<file path="src/hdl/proc_defs.svh">
/* Widths and sizes for the 16-bit core. Register index and imem address
   widths are derived from the counts with $clog2 */
`ifndef PROC_DEFS_SVH
`define PROC_DEFS_SVH

// Data and instruction word
`define PROC_WIDTH 16

// Architectural registers
`define PROC_NREGS 8

// Instruction memory words
`define PROC_IMEM_DEPTH 64

// PC after reset
`define PROC_RESET_PC 0

`endif

</file>
<file path="src/hdl/procPkg.sv">
/* Shared types of the core. Opcode values are fixed encodings of instr[15:12];
   codes above opHalt are illegal */
`include "proc_defs.svh"

package procPkg;

    typedef logic [`PROC_WIDTH-1:0] wordT;
    typedef logic [$clog2(`PROC_NREGS)-1:0] regIdxT;
    typedef logic [$clog2(`PROC_IMEM_DEPTH)-1:0] imemAddrT;

    typedef enum logic [3:0] {
        opNop  = 4'd0,
        opAdd  = 4'd1,
        opSub  = 4'd2,
        opAnd  = 4'd3,
        opXor  = 4'd4,
        opAddi = 4'd5,
        opLd   = 4'd6,   // rd <= mem[rs + imm]
        opSt   = 4'd7,   // mem[rs + imm] <= rd
        opBeqz = 4'd8,   // Resolved in decode
        opHalt = 4'd9
    } opcodeT;

    typedef struct packed {
        logic valid;
        wordT pc;
        wordT instr;
    } ifIdT;

    typedef struct packed {
        logic   valid;
        opcodeT op;
        regIdxT rd;
        wordT   rsVal;
        wordT   rtVal;     // rd value for ST
        wordT   imm;       // Sign extended imm6
        logic   regWrite;
    } idExT;

    typedef struct packed {
        logic   valid;
        opcodeT op;
        regIdxT rd;
        wordT   aluOut;    // Also the data address
        wordT   storeData;
        logic   regWrite;
    } exMemT;

    typedef struct packed {
        logic   valid;
        regIdxT rd;
        wordT   result;
        logic   regWrite;
        logic   halt;
    } memWbT;

    typedef struct packed {
        wordT addr;
        wordT wdata;
        logic we;
    } dmemReqT;

endpackage

</file>
<file path="src/hdl/decode.sv">
/* Decode, write-first register file and BEQZ resolution. No forwarding;
   a stall injects a bubble into ID/EX, a memory hold freezes it.
   Illegal opcodes travel on as HALT */
`timescale 1ns/1ps
`include "proc_defs.svh"

module decode (
    input  logic             clk,
    input  logic             rstN,
    input  procPkg::ifIdT    ifId,
    input  procPkg::memWbT   memWb,
    input  logic             stall,
    input  logic             hold,
    output procPkg::idExT    idEx,
    output logic             branchTaken,
    output procPkg::wordT    branchTarget,
    output procPkg::regIdxT  srcRs,
    output procPkg::regIdxT  srcRt,
    output logic             useRt,
    output logic             isHalt,
    output logic             illegal
);

    procPkg::wordT    regs [`PROC_NREGS];
    procPkg::opcodeT  op;
    procPkg::regIdxT  rd;
    procPkg::wordT    imm;
    procPkg::wordT    rsVal;
    procPkg::wordT    rtVal;
    logic             wbWrite;
    logic             legal;
    logic             regWr;
    logic             usesRt;

    assign op  = procPkg::opcodeT'(ifId.instr[15:12]);
    assign rd  = ifId.instr[11:9];
    assign imm = {{(`PROC_WIDTH-6){ifId.instr[5]}}, ifId.instr[5:0]};

    always_comb begin
        legal  = 1'b1;
        regWr  = 1'b0;
        usesRt = 1'b0;
        case (op)
            procPkg::opAdd, procPkg::opSub, procPkg::opAnd, procPkg::opXor: begin
                regWr  = 1'b1;
                usesRt = 1'b1;
            end
            procPkg::opAddi, procPkg::opLd: regWr = 1'b1;
            procPkg::opSt: usesRt = 1'b1;          // Store data comes from rd
            procPkg::opNop, procPkg::opBeqz, procPkg::opHalt: legal = 1'b1;
            default: legal = 1'b0;
        endcase
    end

    // Source fields for the interlock
    assign srcRs = ifId.instr[8:6];
    assign srcRt = (op == procPkg::opSt) ? rd : procPkg::regIdxT'(ifId.instr[5:3]);
    assign useRt = ifId.valid && usesRt;

    assign isHalt  = ifId.valid && (op == procPkg::opHalt || !legal);
    assign illegal = ifId.valid && !legal;

    // Writeback port, written before decode reads
    assign wbWrite = memWb.valid && memWb.regWrite;

    always_ff @(posedge clk) begin
        if (wbWrite) begin
            regs[memWb.rd] <= memWb.result;
        end
    end

    assign rsVal = (wbWrite && memWb.rd == srcRs) ? memWb.result : regs[srcRs];
    assign rtVal = (wbWrite && memWb.rd == srcRt) ? memWb.result : regs[srcRt];

    // Only resolve once the rs value is current
    assign branchTaken  = ifId.valid && op == procPkg::opBeqz && rsVal == '0 && !stall;
    assign branchTarget = ifId.pc + 1'b1 + imm;

    always_ff @(posedge clk) begin
        if (!rstN) begin
            idEx <= '0;
        end else if (hold) begin
            idEx <= idEx;
        end else if (stall) begin
            idEx <= '0;                            // Bubble
        end else begin
            idEx.valid    <= ifId.valid;
            idEx.op       <= legal ? op : procPkg::opHalt;
            idEx.rd       <= rd;
            idEx.rsVal    <= rsVal;
            idEx.rtVal    <= rtVal;
            idEx.imm      <= imm;
            idEx.regWrite <= ifId.valid && regWr;
        end
    end

    // Writes come from a valid writeback and stay inside the file
    assert property (@(posedge clk) disable iff (!rstN)
        memWb.regWrite |-> memWb.valid && (int'(memWb.rd) < `PROC_NREGS));

endmodule

</file>
<file path="src/hdl/execute.sv">
/* ALU and effective address adder feeding the EX/MEM register.
   LD and ST use rs + imm, BEQZ and HALT pass through with no result */
`timescale 1ns/1ps

module execute (
    input  logic            clk,
    input  logic            rstN,
    input  procPkg::idExT   idEx,
    input  logic            hold,
    output procPkg::exMemT  exMem
);

    procPkg::wordT aluOut;

    always_comb begin
        case (idEx.op)
            procPkg::opAdd:  aluOut = idEx.rsVal + idEx.rtVal;
            procPkg::opSub:  aluOut = idEx.rsVal - idEx.rtVal;
            procPkg::opAnd:  aluOut = idEx.rsVal & idEx.rtVal;
            procPkg::opXor:  aluOut = idEx.rsVal ^ idEx.rtVal;
            procPkg::opAddi,
            procPkg::opLd,
            procPkg::opSt:   aluOut = idEx.rsVal + idEx.imm;    // Also the address
            default:         aluOut = '0;
        endcase
    end

    always_ff @(posedge clk) begin
        if (!rstN) begin
            exMem <= '0;
        end else if (hold) begin
            exMem <= exMem;                     // Access in flight downstream
        end else begin
            exMem.valid     <= idEx.valid;
            exMem.op        <= idEx.op;
            exMem.rd        <= idEx.rd;
            exMem.aluOut    <= aluOut;
            exMem.storeData <= idEx.rtVal;
            exMem.regWrite  <= idEx.regWrite;
        end
    end

endmodule

</file>
<file path="src/hdl/fetch.sv">
/* PC, instruction memory and IF/ID register. The load port writes only
   while rstN is low. A hold or stall has priority over a taken branch */
`timescale 1ns/1ps
`include "proc_defs.svh"

module fetch (
    input  logic              clk,
    input  logic              rstN,
    input  logic              imemWe,
    input  procPkg::imemAddrT imemAddr,
    input  procPkg::wordT     imemData,
    input  logic              stall,        // Decode interlock
    input  logic              hold,         // Memory stall
    input  logic              branchTaken,
    input  procPkg::wordT     branchTarget,
    input  logic              stopFetch,
    output procPkg::ifIdT     ifId
);

    procPkg::wordT imem [`PROC_IMEM_DEPTH];
    procPkg::wordT pc;
    procPkg::wordT instr;

    // Program load, no reset on the array
    always_ff @(posedge clk) begin
        if (!rstN && imemWe) begin
            imem[imemAddr] <= imemData;
        end
    end

    // Word addressed, upper PC bits ignored
    assign instr = imem[pc[$clog2(`PROC_IMEM_DEPTH)-1:0]];

    always_ff @(posedge clk) begin
        if (!rstN) begin
            pc   <= `PROC_WIDTH'(`PROC_RESET_PC);
            ifId <= '0;
        end else if (stall || hold) begin
            pc   <= pc;                      // Keep PC and IF/ID
            ifId <= ifId;
        end else if (branchTaken) begin
            pc   <= branchTarget;
            ifId <= '0;                      // Squash the shadow slot
        end else if (stopFetch) begin
            ifId <= '0;                      // HALT seen, issue nothing more
        end else begin
            pc         <= pc + 1'b1;
            ifId.valid <= 1'b1;
            ifId.pc    <= pc;
            ifId.instr <= instr;
        end
    end

endmodule

</file>
<file path="src/hdl/hazardUnit.sv">
/* RAW interlock against ID/EX and EX/MEM only; writeback is covered by the
   write-first register file. Halt and error flags are sticky until reset */
`timescale 1ns/1ps

module hazardUnit (
    input  logic            clk,
    input  logic            rstN,
    input  procPkg::regIdxT srcRs,
    input  procPkg::regIdxT srcRt,
    input  logic            useRt,
    input  logic            isHalt,
    input  logic            illegal,
    input  procPkg::idExT   idEx,
    input  procPkg::exMemT  exMem,
    input  procPkg::memWbT  memWb,
    output logic            stallId,
    output logic            stopFetch,
    output logic            halted,
    output logic            err
);

    logic stopQ;
    logic errQ;
    logic rsHit;
    logic rtHit;

    function automatic logic pending(procPkg::regIdxT src, logic valid, logic wr,
                                     procPkg::regIdxT dst);
        return valid && wr && src == dst;
    endfunction

    assign rsHit = pending(srcRs, idEx.valid, idEx.regWrite, idEx.rd)
                || pending(srcRs, exMem.valid, exMem.regWrite, exMem.rd);
    assign rtHit = pending(srcRt, idEx.valid, idEx.regWrite, idEx.rd)
                || pending(srcRt, exMem.valid, exMem.regWrite, exMem.rd);

    assign stallId = rsHit || (useRt && rtHit);

    assign stopFetch = stopQ || isHalt;        // Squash the slot behind HALT too
    assign err       = errQ || illegal;

    always_ff @(posedge clk) begin
        if (!rstN) begin
            stopQ  <= 1'b0;
            errQ   <= 1'b0;
            halted <= 1'b0;
        end else begin
            stopQ  <= stopQ || isHalt;
            errQ   <= errQ || illegal;
            halted <= halted || (memWb.valid && memWb.halt);   // HALT left writeback
        end
    end

endmodule

</file>
<file path="src/hdl/memory.sv">
/* Four-phase data port master and MEM/WB register. memStall holds the
   pipeline from LD/ST entry until the cycle after ack falls. A new req
   waits for ack to be low */
`timescale 1ns/1ps

module memory (
    input  logic             clk,
    input  logic             rstN,
    input  procPkg::exMemT   exMem,
    output logic             memStall,
    output procPkg::dmemReqT dmemReq,
    output logic             req,
    input  logic             ack,
    input  procPkg::wordT    rdata,
    output procPkg::memWbT   memWb
);

    typedef enum logic [1:0] {sIdle, sWaitAck, sWaitRelease} memStateT;

    memStateT      state;
    logic          isMemOp;
    logic          done;        // Handshake finished, release the pipeline
    procPkg::wordT loadQ;

    assign isMemOp  = exMem.op == procPkg::opLd || exMem.op == procPkg::opSt;
    assign memStall = exMem.valid && isMemOp && !done;

    // Stable because exMem is frozen while the access runs
    assign dmemReq = '{addr: exMem.aluOut, wdata: exMem.storeData,
                       we: exMem.op == procPkg::opSt};

    always_ff @(posedge clk) begin
        if (!rstN) begin
            state <= sIdle;
            req   <= 1'b0;
            done  <= 1'b0;
        end else begin
            done <= 1'b0;
            case (state)
                sIdle: if (memStall && !ack) begin
                    req   <= 1'b1;
                    state <= sWaitAck;
                end
                sWaitAck: if (ack) begin
                    req   <= 1'b0;
                    state <= sWaitRelease;
                end
                sWaitRelease: if (!ack) begin
                    done  <= 1'b1;
                    state <= sIdle;
                end
                default: state <= sIdle;
            endcase
        end
    end

    // Load word is valid alongside ack
    always_ff @(posedge clk) begin
        if (state == sWaitAck && ack) begin
            loadQ <= rdata;
        end
    end

    always_ff @(posedge clk) begin
        if (!rstN) begin
            memWb <= '0;
        end else begin
            memWb.valid    <= exMem.valid && !memStall;
            memWb.rd       <= exMem.rd;
            memWb.result   <= (exMem.op == procPkg::opLd) ? loadQ : exMem.aluOut;
            memWb.regWrite <= exMem.valid && exMem.regWrite && !memStall;
            memWb.halt     <= exMem.valid && exMem.op == procPkg::opHalt && !memStall;
        end
    end

    // req only drops after ack has risen
    assert property (@(posedge clk) disable iff (!rstN) req && !ack |=> req);

    // Request payload frozen for the whole req phase
    assert property (@(posedge clk) disable iff (!rstN) req |=> !req || $stable(dmemReq));

endmodule

</file>
<file path="src/hdl/proc.sv">
/* Five-stage 16-bit core without forwarding; RAW hazards stall decode.
   Instruction memory loads only while rstN is low. The data port is a
   four-phase req/ack master and a slow ack freezes the whole pipeline */
`timescale 1ns/1ps

module proc (
    input  logic              clk,
    input  logic              rstN,
    input  logic              imemWe,
    input  procPkg::imemAddrT imemAddr,
    input  procPkg::wordT     imemData,
    output procPkg::dmemReqT  dmemReq,
    output logic              req,
    input  logic              ack,
    input  procPkg::wordT     rdata,
    output logic              halted,
    output logic              err
);

    procPkg::ifIdT  ifId;
    procPkg::idExT  idEx;
    procPkg::exMemT exMem;
    procPkg::memWbT memWb;

    logic           stallId;        // RAW interlock
    logic           memStall;       // Data access in flight
    logic           stopFetch;
    logic           branchTaken;
    procPkg::wordT  branchTarget;
    procPkg::regIdxT srcRs;
    procPkg::regIdxT srcRt;
    logic           useRt;
    logic           isHalt;
    logic           illegal;

    fetch fetch_i (
        .clk(clk), .rstN(rstN),
        .imemWe(imemWe), .imemAddr(imemAddr), .imemData(imemData),
        .stall(stallId), .hold(memStall),
        .branchTaken(branchTaken), .branchTarget(branchTarget),
        .stopFetch(stopFetch), .ifId(ifId)
    );

    decode decode_i (
        .clk(clk), .rstN(rstN), .ifId(ifId), .memWb(memWb),
        .stall(stallId), .hold(memStall), .idEx(idEx),
        .branchTaken(branchTaken), .branchTarget(branchTarget),
        .srcRs(srcRs), .srcRt(srcRt), .useRt(useRt),
        .isHalt(isHalt), .illegal(illegal)
    );

    execute execute_i (
        .clk(clk), .rstN(rstN), .idEx(idEx), .hold(memStall), .exMem(exMem)
    );

    memory memory_i (
        .clk(clk), .rstN(rstN), .exMem(exMem), .memStall(memStall),
        .dmemReq(dmemReq), .req(req), .ack(ack), .rdata(rdata), .memWb(memWb)
    );

    hazardUnit hazardUnit_i (
        .clk(clk), .rstN(rstN),
        .srcRs(srcRs), .srcRt(srcRt), .useRt(useRt),
        .isHalt(isHalt), .illegal(illegal),
        .idEx(idEx), .exMem(exMem), .memWb(memWb),
        .stallId(stallId), .stopFetch(stopFetch),
        .halted(halted), .err(err)
    );

endmodule

</file>
<file path="config.mk">
export PLATFORM = sky130hd
export DESIGN_NAME = proc
export DESIGN_NICKNAME = d
export VERILOG_FILES = /design/src/hdl/procPkg.sv /design/src/hdl/decode.sv /design/src/hdl/execute.sv /design/src/hdl/fetch.sv /design/src/hdl/hazardUnit.sv /design/src/hdl/memory.sv /design/src/hdl/proc.sv
export VERILOG_INCLUDE_DIRS = /design/src /design/src/hdl
export SDC_FILE = /design/constraint.sdc
export NUM_CORES = 2
export LEC_CHECK = 0
export BUFFER_PORTS_ARGS = -buffer_cell sky130_fd_sc_hd__buf_4
export CAP_MARGIN = 0
export CELL_PAD_IN_SITES_DETAIL_PLACEMENT = 0
export CELL_PAD_IN_SITES_GLOBAL_PLACEMENT = 1
export CORE_MARGIN = 5
export CORE_UTILIZATION = 55
export DETAILED_ROUTE_END_ITERATION = 10
export PLACE_DENSITY_LB_ADDON = 0.1
export SKIP_CTS_REPAIR_TIMING = 1
export SYNTH_ARGS = -nofsm -noshare
export SYNTH_HDL_FRONTEND = slang
export SYNTH_SLANG_ARGS = --single-unit
</file>
<file path="constraint.sdc">
create_clock -name clk -period 5.1 [get_ports clk]
set_input_delay 0 -clock clk [delete_from_list [all_inputs] [get_ports clk]]
set_output_delay 0 -clock clk [all_outputs]
set_load 0.1 [all_outputs]
</file>
# ---- Yosys cells after proc, flatten, opt, wreduce, memory -nomap -nowiden
# Memories as Yosys holds them, arrays and structs flattened. A register that Yosys moved wholly into a read port is not among the register bits.
# Index checks and enable logic that the tools add are counted.
dict set report classes {
  add_sub_neg 6
  n_eq_ne 31
  muxes 30
  n_bitwise 3
  n_reduce_logical 54
}
# cell count
set op_table {}
lappend op_table {{two-way mux 16 bit} 5}
lappend op_table {{case mux 16 bit (5 select lines)} 1}
lappend op_table {{two-way mux 33 bit} 2}
lappend op_table {{two-way mux 57 bit} 1}
lappend op_table {{adder 16 bit} 3}
lappend op_table {{== test 4 x 3 -> 1 bit (second input constant)} 10}
lappend op_table {{adder 16 x 1 -> 16 bit (second input constant)} 2}
lappend op_table {{logical AND 1 bit} 27}
lappend op_table {{== test 3 bit} 6}
lappend op_table {{bitwise AND 16 bit} 1}
lappend op_table {{== test 4 x 2 -> 1 bit (second input constant)} 4}
lappend op_table {{logical NOT 16 bit} 1}
lappend op_table {{subtractor 16 bit} 1}
lappend op_table {{bitwise XOR 16 bit} 1}
lappend op_table {{== test 4 bit (second input constant)} 3}
lappend op_table {{two-way mux 6 bit} 2}
lappend op_table {{two-way mux 1 bit} 10}
lappend op_table {{OR reduction 10 bit} 1}
lappend op_table {{logical OR 1 bit} 9}
lappend op_table {{two-way mux 3 bit} 3}
lappend op_table {{== test 4 x 1 -> 1 bit (second input constant)} 2}
lappend op_table {{logical NOT 1 bit} 6}
lappend op_table {{two-way mux 2 bit} 3}
lappend op_table {{!= test 2 bit (second input constant)} 3}
lappend op_table {{15 further kinds} 17}
dict set report totals {
  ff_bits 192
  ram_bits 1152
  output_inout_bits 36
  word_cells 155
  mem_count 2
}
# memory depth word_bits read_ports rd_clocked_by_memory_dff write_ports line
set memory_table {}
lappend memory_table {fetch_i.imem 64 16 1 1 1 fetch.sv:20} ;# procPkg::wordT imem [`PROC_IMEM_DEPTH];
lappend memory_table {decode_i.regs 8 16 2 1 1 decode.sv:24} ;# procPkg::wordT regs [`PROC_NREGS];

# ---- Logic depth before layout (Yosys ltp)
dict set report depth {
  ltp_word 13
  mapped_depth 17
  mapped_depth_nobuf 16
}

# ---- Hierarchy
# Synthesis repeated with hierarchy kept, for this count alone.
dict set report unflattened {
  cells_unflattened 3215
  hier_area_um2 55751.0
}
# module instances cells_per_inst area_each_um2
set modules_own_cells {}
lappend modules_own_cells {fetch 1 1960 41591.1}
lappend modules_own_cells {decode 1 656 8817.2}
lappend modules_own_cells {execute 1 416 3408.3}
lappend modules_own_cells {memory 1 153 1687.9}
lappend modules_own_cells {hazardUnit 1 30 246.5}

# ---- Worst setup path after synthesis
# No wires, ideal clock.
dict set report synth_path {
  path_type {register -> register}
  start {register, netlist name decode_i.idEx[17]}
  end {register, netlist name execute_i.exMem[32]}
  setup_ns 0.125
  t_arrival_ns 3.979
  required_time_ns 4.975
  setup_slack_ns 0.995
  path_stages_with_launch 16
  path_buffers 0
  synth_period_minus_slack_ns 4.105
  path_cell_list {dfxtp_1 -> inv_1 -> ha_1 -> or3b_1 -> or3_1 -> or3_1 -> or3_1 -> or3_1 -> a221o_1 -> ha_1 -> a21o_1 -> and2_1 -> a41o_1 -> and3_1 -> o31ai_1 -> a31oi_1}
}
dict set report synth_via {
  elab_chain_cells 2
  word_cells_on_any_way 3
  classes_between {2 x add/sub; 1 x mux}
}
# item line
set synth_rtl {}
lappend synth_rtl {{subtractor 16 bit or adder 16 bit (tied branches)} {execute.sv:18, execute.sv:17}}
lappend synth_rtl {{case mux 16 bit (5 select lines) (*)} execute.sv:16} ;# case (idEx.op)
# Every way passes the cells marked *; elsewhere a longest branch is shown, timed or not.
# A chain may end at the register's enable or synchronous reset.

# ---- Final worst setup path
dict set report layout_path {
  start {register, netlist name decode_i.idEx[18]}
  end {register, netlist name execute_i.exMem[32]}
}
dict set report layout_via {
  elab_chain_cells 2
  word_cells_on_any_way 3
  classes_between {2 x add/sub; 1 x mux}
}
# item line
set layout_rtl {}
lappend layout_rtl {{subtractor 16 bit or adder 16 bit (tied branches)} {execute.sv:18, execute.sv:17}}
lappend layout_rtl {{case mux 16 bit (5 select lines) (*)} execute.sv:16}
# Marked as above.

==> summary.txt <==
Flow run
  • Max Cap Viol: 0

Clock tree
  • CTS clk-pin slew, worst paths: 0.06 ns
  • CTS H-tree depth: 4
  • TritonCTS clock tree: done
  • Clk buf depth: 3
  • Clk Latency, worst-skew pair: 0.74 ns
  • CTS Buf Count: 134
  • Clock sinks: 1323
  • Root cell of the clock tree: clkbuf_16

Floorplanning
  • Core Rows: 114
  • Chip height: 323 µm
  • Die Wd: 323 µm
  • Placeable Area: 0.0969 mm²
  • Full die area: 0.104 mm²
  • Starting density of the core: 55.5%
  • IO Pins: 78

Timing
  • Hold Fails Final Rpt: 0
  • Achievable Freq: 224 MHz
  • Final worst slack: 0.626 ns
  • Fin crit share: 87.7%
  • Min cycle time layout: 4.47 ns
  • Slew headroom: 21.9%
  • Setup Viol. Count Final: 0
  • Fin Setup TNS: 0 ns
  • Least-Margin Pin Slew: 1.17 ns
  • RSZ-0062 raised after global routing: false
  • Setup Skew: 0.0301 ns
  • Number of max-slew violations in the final report: 0
  • Final hold slack: 0.0439 ns

Synth
  • Post-synthesis mux area share: 15.8%
  • Simple-gate share of the synthesized area: 5.52%
  • Compound-Gate Fraction of Synth Area: 4.16%
  • Main combinational cell family by area after synthesis: multiplexers
  • Syn Inst Count: 3027
  • Post-synth EDFFs: 1168
  • Asr flop ratio synth: 0%
  • Adder-cell share of the synthesized area: 1.05%
  • Ys flop type: edfxtp_1
  • Mapped Area: 0.0537 mm²
  • Sequential area share after synthesis: 71.0%
  • Synth Area in XOR/XNOR: 0.538%
  • Synth Area per Inst: 17.8 µm²
  • Synth Register Bits: 1323
  • Yosys warns: 0
  • Distinct cells, synth: 71
  • Syn nets: 3113

Critical path
  • CP Max Fanout: 7
  • Req. time, crit path: 5.70 ns
  • Critical path class: reg -> reg
  • CP endpoint kind: register
  • Worst Path Arrival: 5.08 ns
  • Worst setup SP type: register

GRT
  • Tot GR Track Use: 24.6%
  • First-pass GRT wire length: 189000 µm
  • Largest net degree at the start of global routing: 79
  • Number of antenna violations at the first check in global routing: 1
  • Vias in the first global route: 29051
  • Grt ovf: 0

Route
  • DR pass1 iterations: 8
  • # DRC: 0
  • Detailed Route Iter0 Violations: 2781
  • Wire per inst: 27.8 µm
  • Antenna-violating nets left: 0
  • Metal-1 WL: 52000 µm
  • Vias: 28576
  • Met2 WL: 64200 µm
  • Routed WL: 127000 µm
  • Top sig layer: met4
  • Vias per cell: 6.25
  • Met3 Wirelength: 6910 µm

Layout
  • Most common cell after layout, fill and taps aside: edfxtp_1
  • Layout cells sized above 1: 23.3%
  • Area Overhead vs Synth: 13.3%
  • Final #Nets: 3279
  • Most frequent cells in the layout: 1168 x edfxtp_1, 348 x mux4_2, 275 x nand2_1

Place
  • RePlAce Congestion: 0.872
  • # port buffers: 77
  • Post-DP HPWL: 77600 µm
  • Post-placement setup slack: 0.701 ns

Pwr
  • Seq pwr share: 43.6%
  • Clock share of power: 32.8%
  • Internal: 0.0209 W
  • Switch Pwr: 0.00851 W
  • Combinational Power Share: 23.6%
  • Switching part of the total power: 29.0%
  • PwrDens: 482 mW/mm²
  • Leakage power: 19.7 nW
  • Design Power: 0.0294 W
  • Peak VDD IR: 349 µV

Worst hold path
  • HP Class: in -> reg

Outcome
  • Status: complete, no violations
metal layers:
metal / global-route usage (%) / vias to the layer above
met5: 0 / -
met4: 8.08 / 0
met3: 3.57 / 224
met2: 41.2 / 950
met1: 34.0 / 14907
li1: - / 12495
state kept, by name, indices dropped and copies added, names as in the netlist, named ones only:
| signal | cells |
|---|---|
| memory_i.done | 1 |
| fetch_i.pc | 6 |
| decode_i.regs | 128 |
| fetch_i.ifId | 23 |
| fetch_i.imem | 1024 |
| execute_i.exMem | 41 |
| hazardUnit_i.halted | 1 |
| decode_i.idEx | 47 |
| memory_i.loadQ | 16 |
| memory_i.req | 1 |
| hazardUnit_i.stopQ | 1 |
| memory_i.state | 2 |
| hazardUnit_i.errQ | 1 |
| memory_i.memWb | 22 |
cells in the mapped netlist, types with 25 or more instances:
cell | count | area, µm²
a31oi_1 | 25 | 156
edfxtp_1 | 1168 | 35100
nor2_1 | 189 | 709
a22oi_1 | 31 | 233
a21oi_1 | 82 | 410
clkbuf_1 | 126 | 473
nand2_1 | 275 | 1030
o21ai_0 | 51 | 255
mux2i_1 | 42 | 420
nor3_1 | 31 | 155
ha_1 | 42 | 526
dfxtp_1 | 155 | 3100
buf_1 | 35 | 131
mux4_2 | 348 | 7840
buf_4 | 33 | 248
a22o_1 | 39 | 342
nand3_1 | 50 | 250
power groups by stage:
| stage | clock, W | combinational, W | sequential [W] |
|---|---|---|---|
| floorplan | 0 | 0.00521 | 0.0125 |
| global placement | 0 | 0.00685 | 0.0130 |
| detailed placement | 0 | 0.00694 | 0.0130 |
| CTS | 0.00979 | 0.00696 | 0.0128 |
| global route | 0.0103 | 0.00745 | 0.0129 |
| finish | 0.00963 | 0.00694 | 0.0128 |
metrics by stage:
stage	utilization [%]	cell area, µm²	std cells
after floorplan	-	53700	3027
after global placement	57.9	56000	4281
after detailed placement	57.9	56000	4281
after CTS	62.3	60400	4517
after global routing	62.9	60900	4569
final	62.9	60900	4570
logic make-up (layout without fill, tap and decap cells):
logic type	after synthesis	in the layout
compound gates	322	322
other cells	0	1
mux	412	412
xor+xnor	33	33
fa+ha+maj	44	44
flops	1323	1323
buf+inv	226	492
simple gates	667	667
area by class of cell:
cell class | instances | area, µm²
flip-flops and latches | 1323 | 38200
diodes | 1 | 2.50
clock buffers | 169 | 3650
inverters | 14 | 53.8
repair buffers | 242 | 2070
well taps | 1276 | 1600
fillers | 6798 | 35900
multi-input cells | 1478 | 14600
clock inverters | 67 | 691
critical path, stage by stage (launching register included):
cell and delay (ns):
dfxtp_1 0.38, inv_1 0.10, ha_1 0.18, or3b_1 0.38, or3_1 0.36, or3_1 0.35, or3_1 0.36, or3_1 0.39
a221o_1 0.35, ha_1 0.34, a21o_1 0.21, and2_1 0.17, a41o_1 0.23, and3_1 0.17, o31ai_1 0.25, a31oi_1 0.12
path summary, 6_finish.rpt:
path	slack, ns	to	from	cells after the start
max	0.63	execute_i.exMem[32]$_SDFFE_PN0N_	decode_i.idEx[18]$_SDFFE_PN0N_	15
min	0.04	memory_i.loadQ[8]$_DFFE_PP_	rdata[8]	2
max reg2reg	0.63	execute_i.exMem[32]$_SDFFE_PN0N_	decode_i.idEx[18]$_SDFFE_PN0N_	15
min reg2reg	0.43	memory_i.memWb[0]$_SDFF_PN0_	execute_i.exMem[37]$_SDFFE_PN0N_	1
No activity file was read; power rests on OpenSTA's default activity.
